$ cat config.mk
export PLATFORM = sky130hd
export DESIGN_NAME = rv_golden_top
export DESIGN_NICKNAME = d
export VERILOG_FILES = /design/src/rtl/rv_isa_pkg.sv /design/src/rtl/rv_io_pkg.sv /design/src/rtl/rv_golden_top.sv /design/src/rtl/rv_result.sv /design/src/rtl/rv_execute.sv /design/src/rtl/rv_decode.sv
export VERILOG_INCLUDE_DIRS = /design/src /design/src/rtl
export SDC_FILE = /design/constraint.sdc
export NUM_CORES = 1
export LEC_CHECK = 0
export ABC_AREA = 0
export BUFFER_PORTS_ARGS = -buffer_cell sky130_fd_sc_hd__buf_2
export CAP_MARGIN = 25
export CORE_MARGIN = 4
export CORE_UTILIZATION = 55
export CTS_CLUSTER_SIZE = 25
export DETAILED_ROUTE_END_ITERATION = 12
export PLACE_DENSITY = 0.79
export SLEW_MARGIN = 20
export SYNTH_ARGS = -nofsm -noshare
export SYNTH_HDL_FRONTEND = slang
export SYNTH_SLANG_ARGS = --single-unit
$ cat constraint.sdc
create_clock -name clk -period 13.07 [get_ports clk]
set_clock_uncertainty 0.1 [all_clocks]
set_input_delay 1.307 -clock clk [delete_from_list [all_inputs] [get_ports clk]]
set_output_delay 1.307 -clock clk [all_outputs]
set_load 0.05 [all_outputs]
$ cat src/rtl/rv_golden_consts.svh
`ifndef RV_GOLDEN_CONSTS_SVH
`define RV_GOLDEN_CONSTS_SVH

// data and address width
`define RV_XLEN 32

// register index width
`define RV_REG_AW 5

// sequential pc increment
`define RV_PC_STEP 4

// instruction field widths
`define RV_OPC_W 7
`define RV_F3_W 3
`define RV_F7_W 7

// instruction field positions (lsb)
`define RV_RD_LSB 7
`define RV_F3_LSB 12
`define RV_RS1_LSB 15
`define RV_RS2_LSB 20
`define RV_F7_LSB 25

// wishbone byte select width
`define RV_SEL_W 4

`endif
$ cat src/rtl/rv_isa_pkg.sv
`include "rv_golden_consts.svh"

package rv_isa_pkg;

    // rv32i major opcodes
    typedef enum logic [`RV_OPC_W-1:0] {
        OPC_R     = 7'b0110011, // register-register alu
        OPC_I     = 7'b0010011, // register-immediate alu
        OPC_IL    = 7'b0000011, // loads
        OPC_JALR  = 7'b1100111,
        OPC_S     = 7'b0100011, // stores
        OPC_B     = 7'b1100011, // branches
        OPC_JAL   = 7'b1101111,
        OPC_LUI   = 7'b0110111,
        OPC_AUIPC = 7'b0010111,
        OPC_FENCE = 7'b0001111, // fence, fence.i
        OPC_E     = 7'b1110011  // ecall, ebreak
    } opcode_t;

    // what the engine does with a record
    typedef enum logic [2:0] {
        CLS_XORI    = 3'd0,
        CLS_LB      = 3'd1,
        CLS_BLT     = 3'd2,
        CLS_AUIPC   = 3'd3,
        CLS_OTHER   = 3'd4, // legal but not computed here
        CLS_ILLEGAL = 3'd5
    } op_class_t;

    // alu funct3, shared by OPC_R and OPC_I
    localparam logic [`RV_F3_W-1:0] F3_ADD  = 3'b000;
    localparam logic [`RV_F3_W-1:0] F3_SLL  = 3'b001;
    localparam logic [`RV_F3_W-1:0] F3_SLT  = 3'b010;
    localparam logic [`RV_F3_W-1:0] F3_SLTU = 3'b011;
    localparam logic [`RV_F3_W-1:0] F3_XOR  = 3'b100;
    localparam logic [`RV_F3_W-1:0] F3_SR   = 3'b101; // srl/sra, split by funct7
    localparam logic [`RV_F3_W-1:0] F3_OR   = 3'b110;
    localparam logic [`RV_F3_W-1:0] F3_AND  = 3'b111;

    // funct7 for alu ops and shifts
    localparam logic [`RV_F7_W-1:0] F7_BASE = 7'b0000000;
    localparam logic [`RV_F7_W-1:0] F7_ALT  = 7'b0100000; // sub, sra, srai

    // loads
    localparam logic [`RV_F3_W-1:0] F3_LB  = 3'b000;
    localparam logic [`RV_F3_W-1:0] F3_LH  = 3'b001;
    localparam logic [`RV_F3_W-1:0] F3_LW  = 3'b010;
    localparam logic [`RV_F3_W-1:0] F3_LBU = 3'b100;
    localparam logic [`RV_F3_W-1:0] F3_LHU = 3'b101;

    // stores
    localparam logic [`RV_F3_W-1:0] F3_SB = 3'b000;
    localparam logic [`RV_F3_W-1:0] F3_SH = 3'b001;
    localparam logic [`RV_F3_W-1:0] F3_SW = 3'b010;

    // branches
    localparam logic [`RV_F3_W-1:0] F3_BEQ  = 3'b000;
    localparam logic [`RV_F3_W-1:0] F3_BNE  = 3'b001;
    localparam logic [`RV_F3_W-1:0] F3_BLT  = 3'b100;
    localparam logic [`RV_F3_W-1:0] F3_BGE  = 3'b101;
    localparam logic [`RV_F3_W-1:0] F3_BLTU = 3'b110;
    localparam logic [`RV_F3_W-1:0] F3_BGEU = 3'b111;

    // misc
    localparam logic [`RV_F3_W-1:0] F3_JALR    = 3'b000;
    localparam logic [`RV_F3_W-1:0] F3_FENCE   = 3'b000;
    localparam logic [`RV_F3_W-1:0] F3_FENCE_I = 3'b001;

    // decoded instruction, immediates already sign-extended
    typedef struct packed {
        logic [`RV_REG_AW-1:0] rd;
        logic [`RV_REG_AW-1:0] rs1;
        logic [`RV_REG_AW-1:0] rs2;
        logic [`RV_F3_W-1:0]   funct3;
        logic [`RV_F7_W-1:0]   funct7;
        logic [`RV_XLEN-1:0]   imm_i;
        logic [`RV_XLEN-1:0]   imm_b;
        logic [`RV_XLEN-1:0]   imm_u; // low 12 bits zero
        op_class_t             cls;
        logic [`RV_XLEN-1:0]   pc;
    } dec_inst_t;

endpackage

$ cat src/rtl/rv_io_pkg.sv
`include "rv_golden_consts.svh"

package rv_io_pkg;

    // one instruction record from the producer
    typedef struct packed {
        logic [`RV_XLEN-1:0] inst;
        logic [`RV_XLEN-1:0] pc;
        logic [`RV_XLEN-1:0] rs1_val;
        logic [`RV_XLEN-1:0] rs2_val;
    } op_req_t;

    // source operand values carried alongside the decoded record
    typedef struct packed {
        logic [`RV_XLEN-1:0] rs1_val;
        logic [`RV_XLEN-1:0] rs2_val;
    } op_pair_t;

    typedef enum logic [1:0] {
        ST_DONE        = 2'd0,
        ST_UNSUPPORTED = 2'd1,
        ST_ILLEGAL     = 2'd2
    } op_status_t;

    // architectural outcome of one record
    typedef struct packed {
        op_status_t            status;
        logic [`RV_REG_AW-1:0] rd;
        logic                  we;
        logic [`RV_XLEN-1:0]   wdata;
        logic [`RV_XLEN-1:0]   next_pc;
    } op_res_t;

    // wishbone classic, master to slave
    typedef struct packed {
        logic                 cyc;
        logic                 stb;
        logic                 we;
        logic [`RV_XLEN-1:0]  adr;
        logic [`RV_SEL_W-1:0] sel;
        logic [`RV_XLEN-1:0]  dat;
    } wb_m2s_t;

    // wishbone classic, slave to master
    typedef struct packed {
        logic                ack;
        logic [`RV_XLEN-1:0] dat;
    } wb_s2m_t;

    // execute to result
    typedef struct packed {
        rv_isa_pkg::op_class_t cls;
        logic [`RV_REG_AW-1:0] rd;
        logic [`RV_XLEN-1:0]   value;
        logic [`RV_XLEN-1:0]   next_pc;
    } ex_res_t;

endpackage

$ cat src/rtl/rv_golden_top.sv
`include "rv_golden_consts.svh"

module rv_golden_top (
    input  logic               clk,
    input  logic               rst,
    input  logic               op_valid_i,
    output logic               op_ready_o,
    input  rv_io_pkg::op_req_t op_i,
    output logic               res_valid_o,
    input  logic               res_ready_i,
    output rv_io_pkg::op_res_t res_o,
    output rv_io_pkg::wb_m2s_t wbm_o,
    input  rv_io_pkg::wb_s2m_t wbm_i
);
    import rv_isa_pkg::*;
    import rv_io_pkg::*;

    logic      dec_valid;
    logic      dec_ready;
    dec_inst_t dec;
    op_pair_t  ops;
    logic      ex_valid;
    logic      ex_ready;
    ex_res_t   ex;

    rv_decode dec0 (
        .clk        (clk),
        .rst        (rst),
        .in_valid_i (op_valid_i),
        .in_ready_o (op_ready_o),
        .req_i      (op_i),
        .out_valid_o(dec_valid),
        .out_ready_i(dec_ready),
        .dec_o      (dec),
        .ops_o      (ops)
    );

    rv_execute exe0 (
        .clk        (clk),
        .rst        (rst),
        .in_valid_i (dec_valid),
        .in_ready_o (dec_ready),
        .dec_i      (dec),
        .ops_i      (ops),
        .out_valid_o(ex_valid),
        .out_ready_i(ex_ready),
        .ex_o       (ex),
        .wbm_o      (wbm_o),
        .wbm_i      (wbm_i)
    );

    rv_result res0 (
        .clk        (clk),
        .rst        (rst),
        .in_valid_i (ex_valid),
        .in_ready_o (ex_ready),
        .ex_i       (ex),
        .res_valid_o(res_valid_o),
        .res_ready_i(res_ready_i),
        .res_o      (res_o)
    );

endmodule

$ cat src/rtl/rv_result.sv
`include "rv_golden_consts.svh"

module rv_result (
    input  logic               clk,
    input  logic               rst,
    input  logic               in_valid_i,
    output logic               in_ready_o,
    input  rv_io_pkg::ex_res_t ex_i,
    output logic               res_valid_o,
    input  logic               res_ready_i,
    output rv_io_pkg::op_res_t res_o
);
    import rv_isa_pkg::*;
    import rv_io_pkg::*;

    op_status_t status_d;
    logic       we_d;
    op_res_t    res_d;
    op_res_t    res_q;
    logic       vld_q;

    always_comb begin
        case (ex_i.cls)
            CLS_ILLEGAL: status_d = ST_ILLEGAL;
            CLS_OTHER: status_d = ST_UNSUPPORTED;
            default: status_d = ST_DONE;
        endcase
    end

    // x0 never written, branches never write
    assign we_d = (status_d == ST_DONE) && (ex_i.rd != `RV_REG_AW'(0))
        && (ex_i.cls != CLS_BLT);

    always_comb begin
        res_d.status  = status_d;
        res_d.rd      = ex_i.rd;
        res_d.we      = we_d;
        res_d.wdata   = we_d ? ex_i.value : `RV_XLEN'(0);
        res_d.next_pc = ex_i.next_pc;
    end

    assign in_ready_o  = !vld_q || res_ready_i;
    assign res_valid_o = vld_q;
    assign res_o       = res_q;

    always_ff @(posedge clk) begin
        if (rst) begin
            vld_q <= 1'b0;
        end else if (in_ready_o) begin
            vld_q <= in_valid_i;
        end
    end

    always_ff @(posedge clk) begin
        if (in_valid_i && in_ready_o) begin
            res_q <= res_d;
        end
    end

    // a stalled result stays put until the consumer takes it
    a_res_stable: assert property (@(posedge clk) disable iff (rst)
        res_valid_o && !res_ready_i |=> res_valid_o && $stable(res_o));

endmodule

$ cat src/rtl/rv_execute.sv
`include "rv_golden_consts.svh"

module rv_execute (
    input  logic                  clk,
    input  logic                  rst,
    input  logic                  in_valid_i,
    output logic                  in_ready_o,
    input  rv_isa_pkg::dec_inst_t dec_i,
    input  rv_io_pkg::op_pair_t   ops_i,
    output logic                  out_valid_o,
    input  logic                  out_ready_i,
    output rv_io_pkg::ex_res_t    ex_o,
    output rv_io_pkg::wb_m2s_t    wbm_o,
    input  rv_io_pkg::wb_s2m_t    wbm_i
);
    import rv_isa_pkg::*;
    import rv_io_pkg::*;

    logic                vld_q;
    logic                cyc_q; // also marks a load in progress
    logic [`RV_XLEN-1:0] adr_q;
    logic [1:0]          boff_q;
    ex_res_t             ex_d;
    ex_res_t             ex_q;
    logic [`RV_XLEN-1:0] ea;
    logic [`RV_XLEN-1:0] seq_pc;
    logic [`RV_XLEN-1:0] lb_word;
    logic [`RV_XLEN-1:0] lb_byte;
    logic                blt_taken;
    logic                is_lb;
    logic                acc;
    logic                ack;

    // no new item while the bus access is open
    assign in_ready_o = !cyc_q && (!vld_q || out_ready_i);
    assign acc        = in_valid_i && in_ready_o;
    assign ack        = cyc_q && wbm_i.ack;

    assign ea        = ops_i.rs1_val + dec_i.imm_i;
    assign seq_pc    = dec_i.pc + `RV_XLEN'(`RV_PC_STEP);
    assign blt_taken = $signed(ops_i.rs1_val) < $signed(ops_i.rs2_val);
    assign is_lb     = (dec_i.cls == CLS_LB);

    always_comb begin
        ex_d.cls     = dec_i.cls;
        ex_d.rd      = dec_i.rd;
        ex_d.value   = '0;
        ex_d.next_pc = seq_pc;
        case (dec_i.cls)
            CLS_XORI: ex_d.value = ops_i.rs1_val ^ dec_i.imm_i;
            CLS_AUIPC: ex_d.value = dec_i.imm_u + dec_i.pc;
            CLS_BLT: begin
                if (blt_taken) ex_d.next_pc = dec_i.pc + dec_i.imm_b;
            end
            default: ex_d.value = '0; // lb value arrives with ack
        endcase
    end

    // byte lane from the low address bits, then sign-extend
    assign lb_word = wbm_i.dat >> {boff_q, 3'b000};
    assign lb_byte = {{(`RV_XLEN-8){lb_word[7]}}, lb_word[7:0]};

    always_ff @(posedge clk) begin
        if (rst) begin
            vld_q <= 1'b0;
            cyc_q <= 1'b0;
        end else if (ack) begin
            vld_q <= 1'b1; // load result ready
            cyc_q <= 1'b0;
        end else if (in_ready_o) begin
            vld_q <= in_valid_i && !is_lb;
            cyc_q <= in_valid_i && is_lb;
        end
    end

    always_ff @(posedge clk) begin
        if (acc) begin
            ex_q   <= ex_d;
            adr_q  <= {ea[`RV_XLEN-1:2], 2'b00}; // word aligned
            boff_q <= ea[1:0];
        end else if (ack) begin
            ex_q.value <= lb_byte;
        end
    end

    assign out_valid_o = vld_q;
    assign ex_o        = ex_q;

    // read-only master
    always_comb begin
        wbm_o.cyc = cyc_q;
        wbm_o.stb = cyc_q;
        wbm_o.we  = 1'b0;
        wbm_o.adr = adr_q;
        wbm_o.sel = '1;
        wbm_o.dat = '0;
    end

    // request held steady until the slave answers
    a_wb_hold: assert property (@(posedge clk) disable iff (rst)
        wbm_o.cyc && !wbm_i.ack |=> wbm_o.cyc && wbm_o.stb && $stable(wbm_o.adr));

endmodule

$ cat src/rtl/rv_decode.sv
`include "rv_golden_consts.svh"

module rv_decode (
    input  logic                  clk,
    input  logic                  rst,
    input  logic                  in_valid_i,
    output logic                  in_ready_o,
    input  rv_io_pkg::op_req_t    req_i,
    output logic                  out_valid_o,
    input  logic                  out_ready_i,
    output rv_isa_pkg::dec_inst_t dec_o,
    output rv_io_pkg::op_pair_t   ops_o
);
    import rv_isa_pkg::*;

    logic [`RV_XLEN-1:0]  inst;
    logic [`RV_OPC_W-1:0] opc;
    dec_inst_t            dec_d;
    dec_inst_t            dec_q;
    rv_io_pkg::op_pair_t  ops_q;
    logic                 legal;
    op_class_t            cls;
    logic                 vld_q;

    assign inst = req_i.inst;
    assign opc  = inst[`RV_OPC_W-1:0];

    always_comb begin
        legal = 1'b0;
        cls   = CLS_OTHER;
        case (opc)
            OPC_LUI: legal = 1'b1;
            OPC_AUIPC: begin
                legal = 1'b1;
                cls   = CLS_AUIPC;
            end
            OPC_JAL: legal = !inst[21]; // imm[1] of the jump offset
            OPC_JALR: legal = (dec_d.funct3 == F3_JALR) && (dec_d.imm_i[1:0] == 2'b00);
            OPC_B: begin
                legal = (dec_d.funct3 inside {F3_BEQ, F3_BNE, F3_BLT, F3_BGE, F3_BLTU, F3_BGEU})
                    && (dec_d.imm_b[1:0] == 2'b00);
                if (dec_d.funct3 == F3_BLT) cls = CLS_BLT;
            end
            OPC_IL: begin
                legal = dec_d.funct3 inside {F3_LB, F3_LH, F3_LW, F3_LBU, F3_LHU};
                if (dec_d.funct3 == F3_LB) cls = CLS_LB;
            end
            OPC_S: legal = dec_d.funct3 inside {F3_SB, F3_SH, F3_SW};
            OPC_I: begin
                // funct7 only matters for shifts, elsewhere it is immediate
                legal = (dec_d.funct3 inside {F3_ADD, F3_SLT, F3_SLTU, F3_XOR, F3_OR, F3_AND})
                    || ((dec_d.funct3 == F3_SLL) && (dec_d.funct7 == F7_BASE))
                    || ((dec_d.funct3 == F3_SR) && (dec_d.funct7 inside {F7_BASE, F7_ALT}));
                if (dec_d.funct3 == F3_XOR) cls = CLS_XORI;
            end
            OPC_R: legal = (dec_d.funct7 == F7_BASE)
                || ((dec_d.funct7 == F7_ALT) && (dec_d.funct3 inside {F3_ADD, F3_SR}));
            OPC_FENCE: begin
                // fence: fm zero, pred/succ free; fence.i: everything above opcode zero
                legal = ((inst[31:28] == 4'b0) && (dec_d.funct3 == F3_FENCE)
                         && (dec_d.rs1 == '0) && (dec_d.rd == '0))
                     || ((inst[31:20] == 12'b0) && (dec_d.funct3 == F3_FENCE_I)
                         && (dec_d.rs1 == '0) && (dec_d.rd == '0));
            end
            OPC_E: legal = (inst[31:21] == 11'b0) && (inst[19:7] == 13'b0); // bit 20 picks ebreak
            default: legal = 1'b0;
        endcase
        if (!legal) cls = CLS_ILLEGAL;
    end

    always_comb begin
        dec_d.rd     = inst[`RV_RD_LSB +: `RV_REG_AW];
        dec_d.rs1    = inst[`RV_RS1_LSB +: `RV_REG_AW];
        dec_d.rs2    = inst[`RV_RS2_LSB +: `RV_REG_AW];
        dec_d.funct3 = inst[`RV_F3_LSB +: `RV_F3_W];
        dec_d.funct7 = inst[`RV_F7_LSB +: `RV_F7_W];
        dec_d.imm_i  = {{20{inst[31]}}, inst[31:20]};
        dec_d.imm_b  = {{19{inst[31]}}, inst[31], inst[7], inst[30:25], inst[11:8], 1'b0};
        dec_d.imm_u  = {inst[31:12], 12'b0};
        dec_d.cls    = cls;
        dec_d.pc     = req_i.pc;
    end

    // stage takes a new record when empty or when its own leaves
    assign in_ready_o  = !vld_q || out_ready_i;
    assign out_valid_o = vld_q;
    assign dec_o       = dec_q;
    assign ops_o       = ops_q;

    always_ff @(posedge clk) begin
        if (rst) begin
            vld_q <= 1'b0;
        end else if (in_ready_o) begin
            vld_q <= in_valid_i;
        end
    end

    always_ff @(posedge clk) begin
        if (in_valid_i && in_ready_o) begin
            dec_q         <= dec_d;
            ops_q.rs1_val <= req_i.rs1_val;
            ops_q.rs2_val <= req_i.rs2_val;
        end
    end

endmodule

==> impl_metrics.yaml <==
run_status:
  outcome: "completed"
cells_and_area:
  final_cell_area_um2: 18900
  final_net_count: 1872
  final-instance-count-excl-fill: 2005
  fin_util: 0.655
  flow.area_growth_from_synthesis_pct: 17.2
  final.fill_count: 2189
  proportion_of_layout_cells_with_a_drive_suffix_above_1: 0.222
placed_design:
  place_inst: 1943
  portBuffers: 270
  globalplace.congestion: 0.918
  place_area_um2: 17700
  place.detailed.hpwl_um: 31200
synthesis:
  synth-xor-area-share: 0.0539
  simple_gate_area_share_of_the_yosys_netlist: 0.105
  synth_area_per_cell_um2: 12.2
  synth_top_family_by_area: "compound AO/OA/AOI/OAI gates"
  synthCells: 1316
  synth_top_area_cell: "sky130_fd_sc_hd__edfxtp_1"
  synth_async_sr_flop_share: 0
  synth-edff-count: 300
  postSynth.topFlopCell: "sky130_fd_sc_hd__edfxtp_1"
  adder_cell_share_of_the_synthesized_area: 0.0908
  synth-compound-area-share: 0.133
  synth_sequential_area_ratio: 0.565
  synth.most_common_cell: "sky130_fd_sc_hd__edfxtp_1"
  yosysTopAreaCellShare: 0.560
  syn-cell-area_um2: 16100
  post_synth_mux_area_share: 0.0134
  ys_seq_elements: 304
  netlist-cell-type-count: 75
  ys.warnings.count: 0
  synth.area.top_cells: "sky130_fd_sc_hd__edfxtp_1, sky130_fd_sc_hd__ha_1, sky130_fd_sc_hd__xnor2_1"
  synth.top_cells.by_count: "sky130_fd_sc_hd__edfxtp_1, sky130_fd_sc_hd__ha_1, sky130_fd_sc_hd__nor2_1, sky130_fd_sc_hd__a21oi_1, sky130_fd_sc_hd__nand2_1"
global_routing:
  grt_first_pass_wirelength_um: 60700
  grt.total_usage: 0.248
  largest_net_degree_at_the_start_of_global_routing: 80
  vias_in_the_first_global_route: 10900
  grt_antenna_before_repair: 6
  gr-total-overflow: 0
route:
  drt_iter0_markers: 1249
  ant_nets: 0
  drt_first_pass_iters: 5
  route.final.wire_length_um: 41000
  num_vias: 11500
  routedWlPerCell_um: 20.4
  detail_route.vias_per_cell: 5.73
  remaining_drc_errors: 0
floorplan:
  die_width_um: 179
  initial_core_util: 0.559
  full_die_area_um2: 32100
  pin_count: 310
  core_area_um2: 28800
  number_of_rows_created_at_floorplan: 62
  die_h_um: 179
clock_network:
  cts.root.buffer_cell: "sky130_fd_sc_hd__clkbuf_16"
  cts_tree: "yes"
  cts_buffer_depth: 3
  cts_resized: 0
  clock_insertion_delay_worst_skew_ps: 560
  htree_num_levels: 1
  clock_input_transition_at_the_sequential_cells_of_the_worst_setup_and_hold_paths_ps: 70
  cts.repair_timing.setup_buffer_count: 0
  clock_sink_count: 304
  hold_buffers: 0
  cts_buffers: 30
critical_path:
  cp.required_ps: 13260
  critical_path_arrival_ps: 4100
  setup.worst_path.end_class: "flip-flop"
  worstSetupPathType: "reg2reg"
  crit_path_max_fanout: 43
  timing.critical_path.from_type: "flip-flop"
sta:
  slew_headroom: 0.358
  fin_setup_tns_ps: 0
  setup_violations: 0
  final_hold_viol_count: 0
  report.final.slew_viol_count: 0
  grt_setup_unrepaired: "false"
  timing_worst_slew_pin_value_ps: 963
  timing.fmax_mhz: 256
  min_clock_period_post_route_ps: 3910
  period_share: 0.299
worst_hold_path:
  hold_class: "reg2reg"
power:
  ir_worst_vdd_uv: 112
  static-leakage-power_nw: 7.80
  total_power_mw: 2.56
  p_per_area_nw_per_um2: 135
flow_run:
  maxCapViolations: 0
==> through the flow <==
| step | worst slack (ps) | hold slack (ps) |
|---|---|---|
| final | 9160 | 318 |
| after floorplan | 7400 | 300 |
| after global placement | 9000 | 301 |
| after CTS | 9230 | 321 |
| after global routing | 8850 | 323 |
| after detailed placement | 8970 | 305 |
==> cell usage in the layout (no fill, tap or decap), drive strengths merged, types with 4 or more instances in the layout <==
cell      instances
clkinvlp          5
nand2            80
inv              61
or3               6
nand3            23
bufinv            6
o21a             13
a221o            12
nor4              5
a221oi           23
clkinv            8
ha              112
a211oi            9
o211ai            5
dfxtp             4
o21bai            8
mux4              8
nand4            12
a21o             53
clkbuf           31
xnor2            62
edfxtp          300
nor2b            18
xor2             37
and4              4
a2111oi           4
o21ai            58
conb             39
nor2             96
diode             5
and3             12
nor3             18
and2             42
a31oi            15
buf             278
nand2b           14
a21oi            85
==> state kept, by name, summed over array words and instances (netlist names) <==
signal,flops
dec0.dec_o,60
dec0.ops_o,64
dec0.out_valid_o,1
exe0.adr_q,30
exe0.boff_q,2
exe0.cyc_q,1
exe0.ex_o,72
exe0.out_valid_o,1
res0.res_o,72
res0.res_valid_o,1
==> power by group <==
group / switching [mW] / leakage, nW / total [mW] / internal (mW)
Combinational: 0.284 / 4.38 / 0.439 / 0.155
Clock: 0.382 / 0.525 / 0.941 / 0.559
Sequential: 0.0350 / 2.89 / 1.18 / 1.14
Total: 0.701 / 7.80 / 2.56 / 1.85
==> critical path: stages, from the launching register on <==
cell and delay (ps):
sky130_fd_sc_hd__edfxtp_1 320, sky130_fd_sc_hd__buf_4 500, sky130_fd_sc_hd__ha_1 480, sky130_fd_sc_hd__a21o_1 240
sky130_fd_sc_hd__a21o_1 180, sky130_fd_sc_hd__a2111oi_0 410, sky130_fd_sc_hd__o21ai_1 120, sky130_fd_sc_hd__a21oi_1 160
sky130_fd_sc_hd__o21ai_1 150, sky130_fd_sc_hd__a31oi_2 320, sky130_fd_sc_hd__o21ai_1 130, sky130_fd_sc_hd__a2111oi_0 430
sky130_fd_sc_hd__nor4_1 90
==> final timing paths <==
| kind | to | cells past startpoint | startpoint | slack, ps |
|---|---|---|---|---|
| min reg2reg | res0.res_o[22] | 0 | exe0.ex_o[22] | 320 |
| min | res0.res_o[22] | 0 | exe0.ex_o[22] | 320 |
| max | exe0.adr_q[29] | 12 | dec0.dec_o[110] | 9160 |
| max reg2reg | exe0.adr_q[29] | 12 | dec0.dec_o[110] | 9160 |
==> kinds of logic after synthesis <==
family                     after synthesis
and+or+nand+nor                        343
AOI/OAI and AO/OA                      316
DFF                                    304
buffers and inverters                  126
adders and majority gates              115
xor gates and xnor gates                99
muxes                                   11
other                                    2
==> routing by layer <==
| metal | vias to the layer above | global-route usage | wire [um] |
|---|---|---|---|
| met4 | 2 | 0.0704 | 1060 |
| met5 | - | 0 | 17 |
| met2 | 547 | 0.402 | 19300 |
| met1 | 5443 | 0.344 | 16700 |
| met3 | 71 | 0.0496 | 3880 |
| li1 | 5434 | - | - |
==> final cells by class <==
type | count | area [um2] | area share
Antenna cell | 5 | 12.5 | 0.000663
Inverter | 55 | 206 | 0.0109
Clock inverter | 25 | 324 | 0.0172
Multi-Input combinational cell | 923 | 6550 | 0.347
Tap cell | 384 | 480 | 0.0255
Sequential cell | 304 | 9090 | 0.482
Clock buffer | 31 | 776 | 0.0411
Timing Repair Buffer | 278 | 1430 | 0.0759
No activity file was read; power rests on OpenSTA's default activity.
